### config.mk
export PLATFORM = sky130hd
export DESIGN_NAME = execute_subsystem
export DESIGN_NICKNAME = d
export VERILOG_FILES = /design/src/source/rv_isa_pkg.sv /design/src/source/exec_pkg.sv /design/src/source/arith_logic_unit.sv /design/src/source/branch_unit.sv /design/src/source/execute_stage.sv /design/src/source/execute_subsystem.sv /design/src/source/result_fifo.sv /design/src/source/retire_stage.sv
export SDC_FILE = /design/constraint.sdc
export NUM_CORES = 2
export LEC_CHECK = 0
export BUFFER_PORTS_ARGS = -buffer_cell sky130_fd_sc_hd__buf_2
export CAP_MARGIN = 25
export CORE_UTILIZATION = 25
export DETAILED_ROUTE_END_ITERATION = 8
export GPL_TIMING_DRIVEN = 0
export PLACE_DENSITY_LB_ADDON = 0.1
export SLEW_MARGIN = 20
export SYNTH_ARGS = -nofsm -noshare
export SYNTH_HDL_FRONTEND = slang
export SYNTH_SLANG_ARGS = --single-unit
### constraint.sdc
create_clock -name clk -period 5.8 [get_ports clk]
set_input_delay 1.16 -clock clk [delete_from_list [all_inputs] [get_ports clk]]
set_output_delay 1.16 -clock clk [all_outputs]
set_load 0.02 [all_outputs]
### src/source/rv_isa_pkg.sv
`default_nettype none

package rv_isa_pkg;

    //////////////////////////////////////////////////////////////////////////
    // Execution units, upper three bits of an operation
    //////////////////////////////////////////////////////////////////////////

    typedef enum logic [2:0] {
        ADDER_UNIT   = 3'd0,
        LOGICAL_UNIT = 3'd1,
        SHIFTER_UNIT = 3'd2,
        BRANCH_UNIT  = 3'd3,
        BYPASS_UNIT  = 3'd4
    } exec_unit_e;

    // Sub-operation codes repeat from unit to unit
    typedef logic [2:0] op_type_e;

    localparam op_type_e OP_ADD    = 3'd0;
    localparam op_type_e OP_SUB    = 3'd1;
    localparam op_type_e OP_SLT    = 3'd2;
    localparam op_type_e OP_SLTU   = 3'd3;
    localparam op_type_e OP_XOR    = 3'd0;
    localparam op_type_e OP_OR     = 3'd1;
    localparam op_type_e OP_AND    = 3'd2;
    localparam op_type_e OP_SLL    = 3'd0;
    localparam op_type_e OP_SRL    = 3'd1;
    localparam op_type_e OP_SRA    = 3'd2;
    localparam op_type_e OP_BEQ    = 3'd0;
    localparam op_type_e OP_BNE    = 3'd1;
    localparam op_type_e OP_BLT    = 3'd2;
    localparam op_type_e OP_BGE    = 3'd3;
    localparam op_type_e OP_BLTU   = 3'd4;
    localparam op_type_e OP_BGEU   = 3'd5;
    localparam op_type_e OP_JAL    = 3'd6;
    localparam op_type_e OP_JALR   = 3'd7;
    localparam op_type_e OP_BYPASS = 3'd0;
    localparam op_type_e OP_NOP    = 3'd1;

    //////////////////////////////////////////////////////////////////////////
    // Full operation, {unit, sub-operation}
    //////////////////////////////////////////////////////////////////////////

    typedef enum logic [5:0] {
        ADD  = 6'o00, SUB  = 6'o01, SLT  = 6'o02, SLTU = 6'o03,
        XOR  = 6'o10, OR   = 6'o11, AND  = 6'o12,
        SLL  = 6'o20, SRL  = 6'o21, SRA  = 6'o22,
        BEQ  = 6'o30, BNE  = 6'o31, BLT  = 6'o32, BGE  = 6'o33,
        BLTU = 6'o34, BGEU = 6'o35, JAL  = 6'o36, JALR = 6'o37,
        BYPASS = 6'o40,
        NOP    = 6'o41
    } i_type_e;

endpackage

`default_nettype wire

### src/source/exec_pkg.sv
`default_nettype none

package exec_pkg;

    localparam int TAG_WIDTH = 3;

    //////////////////////////////////////////////////////////////////////////
    // Packets along the execute path
    //////////////////////////////////////////////////////////////////////////

    // From operand fetch
    typedef struct packed {
        logic                  valid;
        rv_isa_pkg::i_type_e   operation;
        logic [31:0]           pc;
        logic [31:0]           first_operand;
        logic [31:0]           second_operand;
        logic [31:0]           third_operand;   // Branch offset
        logic [4:0]            rd;
        logic [TAG_WIDTH-1:0]  tag;
    } issue_t;

    // Registered by execute, queued in the result FIFO
    typedef struct packed {
        logic [31:0]           result;          // Value for rd
        logic [31:0]           target;          // Jump target
        logic                  jump;
        logic                  write_enable;
        logic [4:0]            rd;
        logic [TAG_WIDTH-1:0]  tag;
    } result_t;

    // Report of one retired instruction
    typedef struct packed {
        logic                  valid;
        logic [4:0]            rd;
        logic [31:0]           value;           // Content of rd after retirement
        logic                  write_enable;
    } retire_t;

endpackage

`default_nettype wire

### src/source/arith_logic_unit.sv
`timescale 1ns/10ps
`default_nettype none

module arith_logic_unit (
    input   logic [31:0]              first_operand_i,
    input   logic [31:0]              second_operand_i,
    input   rv_isa_pkg::exec_unit_e   unit_i,
    input   rv_isa_pkg::op_type_e     operation_i,
    output  logic [31:0]              result_o
);

    logic [31:0] adder_result;
    logic [31:0] logic_result;
    logic [31:0] shift_result;
    logic [4:0]  shift_amount;

    assign shift_amount = second_operand_i[4:0];   // Only the low five bits count

    always_comb begin
        case (operation_i)
            rv_isa_pkg::OP_SUB:  adder_result = first_operand_i - second_operand_i;
            rv_isa_pkg::OP_SLT:  adder_result = {31'b0, $signed(first_operand_i)
                                                        < $signed(second_operand_i)};
            rv_isa_pkg::OP_SLTU: adder_result = {31'b0, first_operand_i < second_operand_i};
            default:             adder_result = first_operand_i + second_operand_i;
        endcase
    end

    always_comb begin
        case (operation_i)
            rv_isa_pkg::OP_OR:  logic_result = first_operand_i | second_operand_i;
            rv_isa_pkg::OP_AND: logic_result = first_operand_i & second_operand_i;
            default:            logic_result = first_operand_i ^ second_operand_i;
        endcase
    end

    always_comb begin
        case (operation_i)
            rv_isa_pkg::OP_SRL: shift_result = first_operand_i >> shift_amount;
            rv_isa_pkg::OP_SRA: shift_result = $signed(first_operand_i) >>> shift_amount;
            default:            shift_result = first_operand_i << shift_amount;
        endcase
    end

    // Pick the unit that owns this operation
    always_comb begin
        case (unit_i)
            rv_isa_pkg::ADDER_UNIT:   result_o = adder_result;
            rv_isa_pkg::LOGICAL_UNIT: result_o = logic_result;
            rv_isa_pkg::SHIFTER_UNIT: result_o = shift_result;
            default:                  result_o = '0;
        endcase
    end

endmodule

`default_nettype wire

### src/source/branch_unit.sv
`timescale 1ns/10ps
`default_nettype none

module branch_unit (
    input   logic [31:0]            first_operand_i,
    input   logic [31:0]            second_operand_i,
    input   logic [31:0]            offset_i,
    input   logic [31:0]            pc_i,
    input   rv_isa_pkg::op_type_e   operation_i,
    output  logic [31:0]            target_o,
    output  logic [31:0]            link_o,
    output  logic                   jump_o,
    output  logic                   write_enable_o
);

    logic equal;
    logic less_signed;
    logic less_unsigned;
    logic is_jal;
    logic is_jalr;

    assign equal         = first_operand_i == second_operand_i;
    assign less_signed   = $signed(first_operand_i) < $signed(second_operand_i);
    assign less_unsigned = first_operand_i < second_operand_i;
    assign is_jal        = operation_i == rv_isa_pkg::OP_JAL;
    assign is_jalr       = operation_i == rv_isa_pkg::OP_JALR;

    always_comb begin
        case (operation_i)
            rv_isa_pkg::OP_BEQ:  jump_o = equal;
            rv_isa_pkg::OP_BNE:  jump_o = !equal;
            rv_isa_pkg::OP_BLT:  jump_o = less_signed;
            rv_isa_pkg::OP_BGE:  jump_o = !less_signed;
            rv_isa_pkg::OP_BLTU: jump_o = less_unsigned;
            rv_isa_pkg::OP_BGEU: jump_o = !less_unsigned;
            default:             jump_o = 1'b1;     // JAL and JALR always jump
        endcase
    end

    // JALR is register relative, with bit 0 forced low
    assign target_o = is_jalr ? ((first_operand_i + offset_i) & ~32'd1)
                              : (pc_i + offset_i);

    assign link_o         = pc_i + 32'd4;          // Return address
    assign write_enable_o = is_jal || is_jalr;

endmodule

`default_nettype wire

### src/source/execute_stage.sv
`timescale 1ns/10ps
`default_nettype none

module execute_stage (
    input   logic                clk,
    input   logic                rst_n_i,
    input   exec_pkg::issue_t    issue_i,
    input   logic                stall_i,
    output  exec_pkg::result_t   result_o,
    output  logic                result_valid_o
);

    rv_isa_pkg::exec_unit_e   unit;
    rv_isa_pkg::op_type_e     sub_operation;

    logic [31:0]          alu_result;
    logic [31:0]          branch_target;
    logic [31:0]          branch_link;
    logic                 branch_jump;
    logic                 branch_write_enable;
    exec_pkg::result_t    result_next;

    assign unit          = rv_isa_pkg::exec_unit_e'(issue_i.operation[5:3]);
    assign sub_operation = issue_i.operation[2:0];

    ////////////////////////////////////////////////////////////////////////////
    // Execution units
    ////////////////////////////////////////////////////////////////////////////

    arith_logic_unit alu_inst (
        .first_operand_i    (issue_i.first_operand),
        .second_operand_i   (issue_i.second_operand),
        .unit_i             (unit),
        .operation_i        (sub_operation),
        .result_o           (alu_result)
    );

    branch_unit branch_inst (
        .first_operand_i    (issue_i.first_operand),
        .second_operand_i   (issue_i.second_operand),
        .offset_i           (issue_i.third_operand),
        .pc_i               (issue_i.pc),
        .operation_i        (sub_operation),
        .target_o           (branch_target),
        .link_o             (branch_link),
        .jump_o             (branch_jump),
        .write_enable_o     (branch_write_enable)
    );

    ////////////////////////////////////////////////////////////////////////////
    // Result select
    ////////////////////////////////////////////////////////////////////////////

    always_comb begin
        result_next.rd  = issue_i.rd;
        result_next.tag = issue_i.tag;
        if (unit == rv_isa_pkg::BRANCH_UNIT) begin
            result_next.result       = branch_link;
            result_next.target       = branch_target;
            result_next.jump         = branch_jump;
            result_next.write_enable = branch_write_enable;
        end
        else begin
            // Bypass hands the second operand straight through
            result_next.result       = (unit == rv_isa_pkg::BYPASS_UNIT)
                                       ? issue_i.second_operand : alu_result;
            result_next.target       = '0;
            result_next.jump         = 1'b0;
            result_next.write_enable = issue_i.operation != rv_isa_pkg::NOP;
        end
    end

    // Payload holds under stall
    always_ff @(posedge clk) begin
        if (!stall_i) begin
            result_o <= result_next;
        end
    end

    // Valid lasts one cycle, the held entry is already in the FIFO
    always_ff @(posedge clk) begin
        if (!rst_n_i) begin
            result_valid_o <= 1'b0;
        end
        else begin
            result_valid_o <= issue_i.valid && !stall_i;
        end
    end

endmodule

`default_nettype wire

### src/source/execute_subsystem.sv
`timescale 1ns/10ps
`default_nettype none

module execute_subsystem #(
    parameter int FIFO_DEPTH = 4
) (
    input   logic                            clk,
    input   logic                            rst_n_i,
    input   exec_pkg::issue_t                issue_i,
    input   logic                            retire_ready_i,
    output  logic                            stall_o,
    output  exec_pkg::retire_t               retire_o,
    output  logic                            jump_o,
    output  logic [31:0]                     jump_target_o,
    output  logic [exec_pkg::TAG_WIDTH-1:0]  current_tag_o
);

    exec_pkg::result_t   exec_result;
    logic                exec_valid;
    exec_pkg::result_t   fifo_head;
    logic                fifo_not_empty;
    logic                pop;

    execute_stage execute_stage_inst (
        .clk             (clk),
        .rst_n_i         (rst_n_i),
        .issue_i         (issue_i),
        .stall_i         (stall_o),
        .result_o        (exec_result),
        .result_valid_o  (exec_valid)
    );

    result_fifo #(
        .DEPTH      (FIFO_DEPTH),
        .payload_t  (exec_pkg::result_t)
    ) result_fifo_inst (
        .clk          (clk),
        .rst_n_i      (rst_n_i),
        .push_i       (exec_valid),
        .data_i       (exec_result),
        .pop_i        (pop),
        .data_o       (fifo_head),
        .not_empty_o  (fifo_not_empty),
        .stall_o      (stall_o)
    );

    retire_stage retire_stage_inst (
        .clk            (clk),
        .rst_n_i        (rst_n_i),
        .head_i         (fifo_head),
        .not_empty_i    (fifo_not_empty),
        .ready_i        (retire_ready_i),
        .pop_o          (pop),
        .retire_o       (retire_o),
        .jump_o         (jump_o),
        .jump_target_o  (jump_target_o),
        .current_tag_o  (current_tag_o)
    );

endmodule

`default_nettype wire

### src/source/result_fifo.sv
`timescale 1ns/10ps
`default_nettype none

module result_fifo #(
    parameter int  DEPTH     = 4,
    parameter type payload_t = logic [31:0]
) (
    input   logic       clk,
    input   logic       rst_n_i,
    input   logic       push_i,
    input   payload_t   data_i,
    input   logic       pop_i,
    output  payload_t   data_o,
    output  logic       not_empty_o,
    output  logic       stall_o
);

    localparam int PTR_W = (DEPTH > 1) ? $clog2(DEPTH) : 1;
    localparam int CNT_W = $clog2(DEPTH + 1);

    payload_t          mem [DEPTH];
    logic [PTR_W-1:0]  wr_ptr;
    logic [PTR_W-1:0]  rd_ptr;
    logic [CNT_W-1:0]  count;
    logic              do_pop;

    assign do_pop = pop_i && not_empty_o;

    always_ff @(posedge clk) begin
        if (push_i) begin
            mem[wr_ptr] <= data_i;
        end
    end

    always_ff @(posedge clk) begin
        if (!rst_n_i) begin
            wr_ptr <= '0;
            rd_ptr <= '0;
            count  <= '0;
        end
        else begin
            if (push_i) begin
                wr_ptr <= (wr_ptr == PTR_W'(DEPTH - 1)) ? '0 : wr_ptr + 1'b1;
            end
            if (do_pop) begin
                rd_ptr <= (rd_ptr == PTR_W'(DEPTH - 1)) ? '0 : rd_ptr + 1'b1;
            end
            case ({push_i, do_pop})
                2'b10:   count <= count + 1'b1;
                2'b01:   count <= count - 1'b1;
                default: count <= count;            // Idle or push with pop
            endcase
        end
    end

    assign data_o      = mem[rd_ptr];
    assign not_empty_o = count != '0;

    // One slot kept free for the entry still in the execute register
    assign stall_o = count >= CNT_W'(DEPTH - 1);

endmodule

`default_nettype wire

### src/source/retire_stage.sv
`timescale 1ns/10ps
`default_nettype none

module retire_stage (
    input   logic                                clk,
    input   logic                                rst_n_i,
    input   exec_pkg::result_t                   head_i,
    input   logic                                not_empty_i,
    input   logic                                ready_i,
    output  logic                                pop_o,
    output  exec_pkg::retire_t                   retire_o,
    output  logic                                jump_o,
    output  logic [31:0]                         jump_target_o,
    output  logic [exec_pkg::TAG_WIDTH-1:0]      current_tag_o
);

    logic [31:0]                     reg_bank [32];
    logic [exec_pkg::TAG_WIDTH-1:0]  current_tag;
    logic                            accept;
    logic                            bank_write;

    assign pop_o         = not_empty_i && ready_i;
    assign accept        = pop_o && (head_i.tag == current_tag);   // Wrong path dropped
    assign bank_write    = accept && head_i.write_enable && (head_i.rd != 5'd0);
    assign current_tag_o = current_tag;

    ////////////////////////////////////////////////////////////////////////////
    // Register bank, x0 never written
    ////////////////////////////////////////////////////////////////////////////

    always_ff @(posedge clk) begin
        if (!rst_n_i) begin
            for (int i = 0; i < 32; i++) begin
                reg_bank[i] <= '0;
            end
        end
        else if (bank_write) begin
            reg_bank[head_i.rd] <= head_i.result;
        end
    end

    ////////////////////////////////////////////////////////////////////////////
    // Retire report and redirect
    ////////////////////////////////////////////////////////////////////////////

    always_ff @(posedge clk) begin
        if (!rst_n_i) begin
            retire_o.valid <= 1'b0;
            jump_o         <= 1'b0;
            current_tag    <= '0;
        end
        else begin
            retire_o.valid <= accept;
            jump_o         <= accept && head_i.jump;
            if (accept) begin
                retire_o.rd           <= head_i.rd;
                retire_o.write_enable <= head_i.write_enable;
                // Value rd holds once this retirement is done
                retire_o.value        <= bank_write ? head_i.result : reg_bank[head_i.rd];
            end
            if (accept && head_i.jump) begin
                jump_target_o <= head_i.target;
                current_tag   <= current_tag + 1'b1;     // Kills older tags
            end
        end
    end

endmodule

`default_nettype wire

==> flow_metrics.env <==
export IMPL_critPathTopFamily="compound AO/OA/AOI/OAI gates"
export IMPL_clock_root_buffer="clkbuf_16"
export IMPL_via_per_inst=5.06
export IMPL_worst_pin_slew_ns=1.13
export IMPL_io_buffers=219
export IMPL_worst_r2r_setup_slack_ns=0.70
export IMPL_rsz0062_at_grt="no"
export IMPL_cts_tree="done"
export IMPL_grt_first_pass_wirelength_um=426000
export IMPL_cts_hold_buffers=0
export IMPL_fp_dieH_um=541
export IMPL_clk_pin_slew_ns=0.05
export IMPL_cellLeakagePower_uw=0.0309
export IMPL_synth_area_um2=72600
export IMPL_min_period_ns=5.68
export IMPL_grt_pass1_vias=50900
export IMPL_synthCells=5681
export IMPL_synth_common_cells="edfxtp_1, nor2_1, a21oi_1, nand2_1, mux4_2"
export IMPL_synth_ff_latch_count=1479
export IMPL_grt_usage_pct=20.8
export IMPL_arrival_ns=6.28
export IMPL_synth_edf_count=1464
export IMPL_relSlewSlack_pct=24.4
export IMPL_yosys_warnings=0
export IMPL_fin_util_pct=29.7
export IMPL_multi_input_area_um2=26200
export IMPL_cp_slowest_stage_delay_ns=0.49
export IMPL_powerDensity_nw_per_um2=392
export IMPL_regToRegEndpoint="retire_stage_inst.reg_bank[28][7]"
export IMPL_totalWireLength_um=311000
export IMPL_drt_initial_drc_count=5492
export IMPL_worst_hold_startpoint="execute_stage_inst.result_o[52]"
export IMPL_initial_core_util_pct=25.2
export IMPL_die_area_um2=293000
export IMPL_maxSlewViolCount=0
export IMPL_seqPwrFrac_pct=38.5
export IMPL_cts_sinks=1479
export IMPL_yosysSeqAreaShare_pct=61.0
export IMPL_synth_ff_type="edfxtp_1"
export IMPL_synth_top_cell_by_area="edfxtp_1"
export IMPL_cp_required_ns=6.40
export IMPL_synthArstFlopShare_pct=0
export IMPL_crit_buf_inv=7
export IMPL_synth_most_common_cell="edfxtp_1"
export IMPL_intPower_uw=21700
export IMPL_synth_avg_cell_area_um2=12.8
export IMPL_die_w_um=541
export IMPL_drive_gt1_share_pct=18.6
export IMPL_cp_max_fo=11
export IMPL_grt_max_degree=41
export IMPL_setup_violations_final=0
export IMPL_slowest_stage="a31oi_1"
export IMPL_fmax_mhz=176
export IMPL_synth_area_leaders="edfxtp_1, mux4_2, nor2_1"
export IMPL_num_vias=51200
export IMPL_cts_buffer_depth=4
export IMPL_synth_top_area_share_pct=60.5
export IMPL_core_area_um2=288000
export IMPL_num_rows=197
export IMPL_grt_overflow_total=0
export IMPL_status="complete, no violations"
export IMPL_htreeDepth=4
export IMPL_finalNetCount=6497
export IMPL_start_kind="input port"
export IMPL_p_comb_share_pct=29.3
export IMPL_clock_latency_ns=0.88
export IMPL_crit_path_cell_trace="buf_2 -> inv_1 -> buf_2 -> clkbuf_2 -> buf_2 -> ha_1 -> buf_2 -> inv_1 -> a21oi_1 -> o211ai_1 -> nand3_1 -> a31oi_1 -> a311oi_2 -> o21bai_1 -> a41oi_1 -> o221a_2 -> o22ai_1"
export IMPL_n_fill_cell=29500
export IMPL_p_sw_share_pct=35.6
export IMPL_tns_ns=0
export IMPL_drc=0
export IMPL_cts_setup_buffers=0
export IMPL_detailed_place_hpwl_um=236000
export IMPL_ant_nets=0
export IMPL_clockPowerShare_pct=32.2
export IMPL_seqCellArea_um2=44300
export IMPL_min_to="result_fifo_inst.mem[3][52]"
export IMPL_antenna_found_initial=36
export IMPL_end_kind="flip-flop"
export IMPL_place_congestion=0.932
export IMPL_io_pins=222
export IMPL_min_path_type="reg -> reg"
export IMPL_area_growth_pct=18.2
export IMPL_cts_inserted_buffers=176
export IMPL_drt_first_pass_iters=6
export IMPL_netlist_cell_type_count=91
export IMPL_maxCapViolCount=0
export IMPL_hold_depth=0
export IMPL_finalHoldViolations=0
export IMPL_critical_path_class="in -> reg"
export IMPL_wl_per_cell_um=30.8
export IMPL_p_switching_uw=12000
export IMPL_fin_skew_ns=0.114
export IMPL_peakVddDrop_mv=0.256
export IMPL_post_route_period_util_pct=97.9
export IMPL_crit_path_frequent_cell="buf_2"
export IMPL_ff2ff_path_depth=13
power by group through the flow:
stage | combinational (µW) | clock (µW) | sequential [µW]
after CTS | 9860 | 11100 | 13000
final | 9870 | 10800 | 12900
after detailed placement | 9840 | 0 | 13200
after global routing | 10300 | 11500 | 13000
after global placement | 9470 | 0 | 13200
after floorplan | 4840 | 0 | 13100
worst max path at each step:
stage	end	depth (start not counted)	startpoint
global placement	retire_stage_inst.reg_bank[30][20]	9	rst_n_i
global route	execute_stage_inst.result_o[9]	17	issue_i[43]
CTS	execute_stage_inst.result_o[9]	17	issue_i[43]
finish	execute_stage_inst.result_o[69]	17	issue_i[42]
detailed placement	execute_stage_inst.result_o[69]	17	issue_i[42]
floorplan	retire_stage_inst.reg_bank[4][0]	10	retire_ready_i
cell families after synthesis:
group | share of synthesized area (%)
flip-flops | 61.0
XOR/XNOR | 1.05
adder cells (fa/ha/maj) | 3.00
buffers and inverters | 3.27
multiplexers | 12.4
AO/OA/AOI/OAI | 8.45
other | 0.00516
AND/OR/NAND/NOR | 10.8
layout by cell type, fill, tap and decap left out, drive strengths merged, types with 22 or more instances in the layout:
master / synthesis / routed
a211oi: 31 / 31
a21o: 35 / 35
a21oi: 358 / 358
a221oi: 22 / 22
a22oi: 96 / 96
and3: 24 / 24
buf: 178 / 469
clkbuf: 274 / 492
clkinv: 1 / 81
conb: 1 / 32
edfxtp: 1464 / 1464
ha: 166 / 166
inv: 127 / 134
mux2: 41 / 41
mux2i: 96 / 96
mux4: 338 / 338
nand2: 342 / 342
nand2b: 22 / 22
nand3: 51 / 51
nand4: 32 / 32
nor2: 1301 / 1301
nor3: 51 / 51
nor4: 27 / 27
o211ai: 32 / 32
o21ai: 171 / 171
o21bai: 32 / 32
o22ai: 36 / 36
xnor2: 51 / 51
xor2: 36 / 36
stage by stage:
step	instances	total power [µW]	setup WS [ns]	hold slack (ns)	cell area [µm²]
after floorplan	5712	17900	0.479	0.459	72700
after global placement	9712	22700	-4.92	0.476	78600
after detailed placement	9783	23000	-1.20	0.483	80200
after CTS	10100	33900	0.123	0.449	85800
after global routing	10100	34800	0.0182	0.474	85800
final	10100	33700	0.124	0.482	85800
what timing repair did:
| action | CTS | global route |
|---|---|---|
| gates cloned | 0 | 0 |
| setup endpoints to repair | 6 | 3 |
| hold endpoints to repair | 0 | 0 |
| pin swaps | 0 | 0 |
| resized for setup | 4 | 2 |
metal layers:
layer | track usage (%) | routed length (µm) | vias up
li1 | - | - | 22200
met1 | 28.4 | 138000 | 26600
met2 | 33.9 | 145000 | 1902
met3 | 3.15 | 19000 | 418
met4 | 6.22 | 9510 | 22
met5 | 0 | 151 | -
flip-flops by register name (all words and copies together) (netlist names), named ones only:
register,cells
retire_stage_inst.reg_bank,1024
result_fifo_inst.mem,296
execute_stage_inst.result_o,74
retire_stage_inst.retire_o,39
retire_stage_inst.jump_target_o,32
result_fifo_inst.count,3
retire_stage_inst.current_tag_o,3
result_fifo_inst.rd_ptr,2
result_fifo_inst.wr_ptr,2
execute_stage_inst.result_valid_o,1
retire_stage_inst.jump_o,1
cell type report:
cell class                      count  share of cell area [%]
Antenna cell                       10                  0.0292
Timing Repair Buffer              291                    3.01
Clock inverter                    100                    1.06
Sequential cell                  1479                    51.6
Inverter                          128                   0.560
Multi-Input combinational cell   3653                    30.6
Clock buffer                      219                    5.39
Tap cell                         3781                    5.51
Buffer                            451                    2.27
Note: power is estimated with default switching activity, not from simulation.
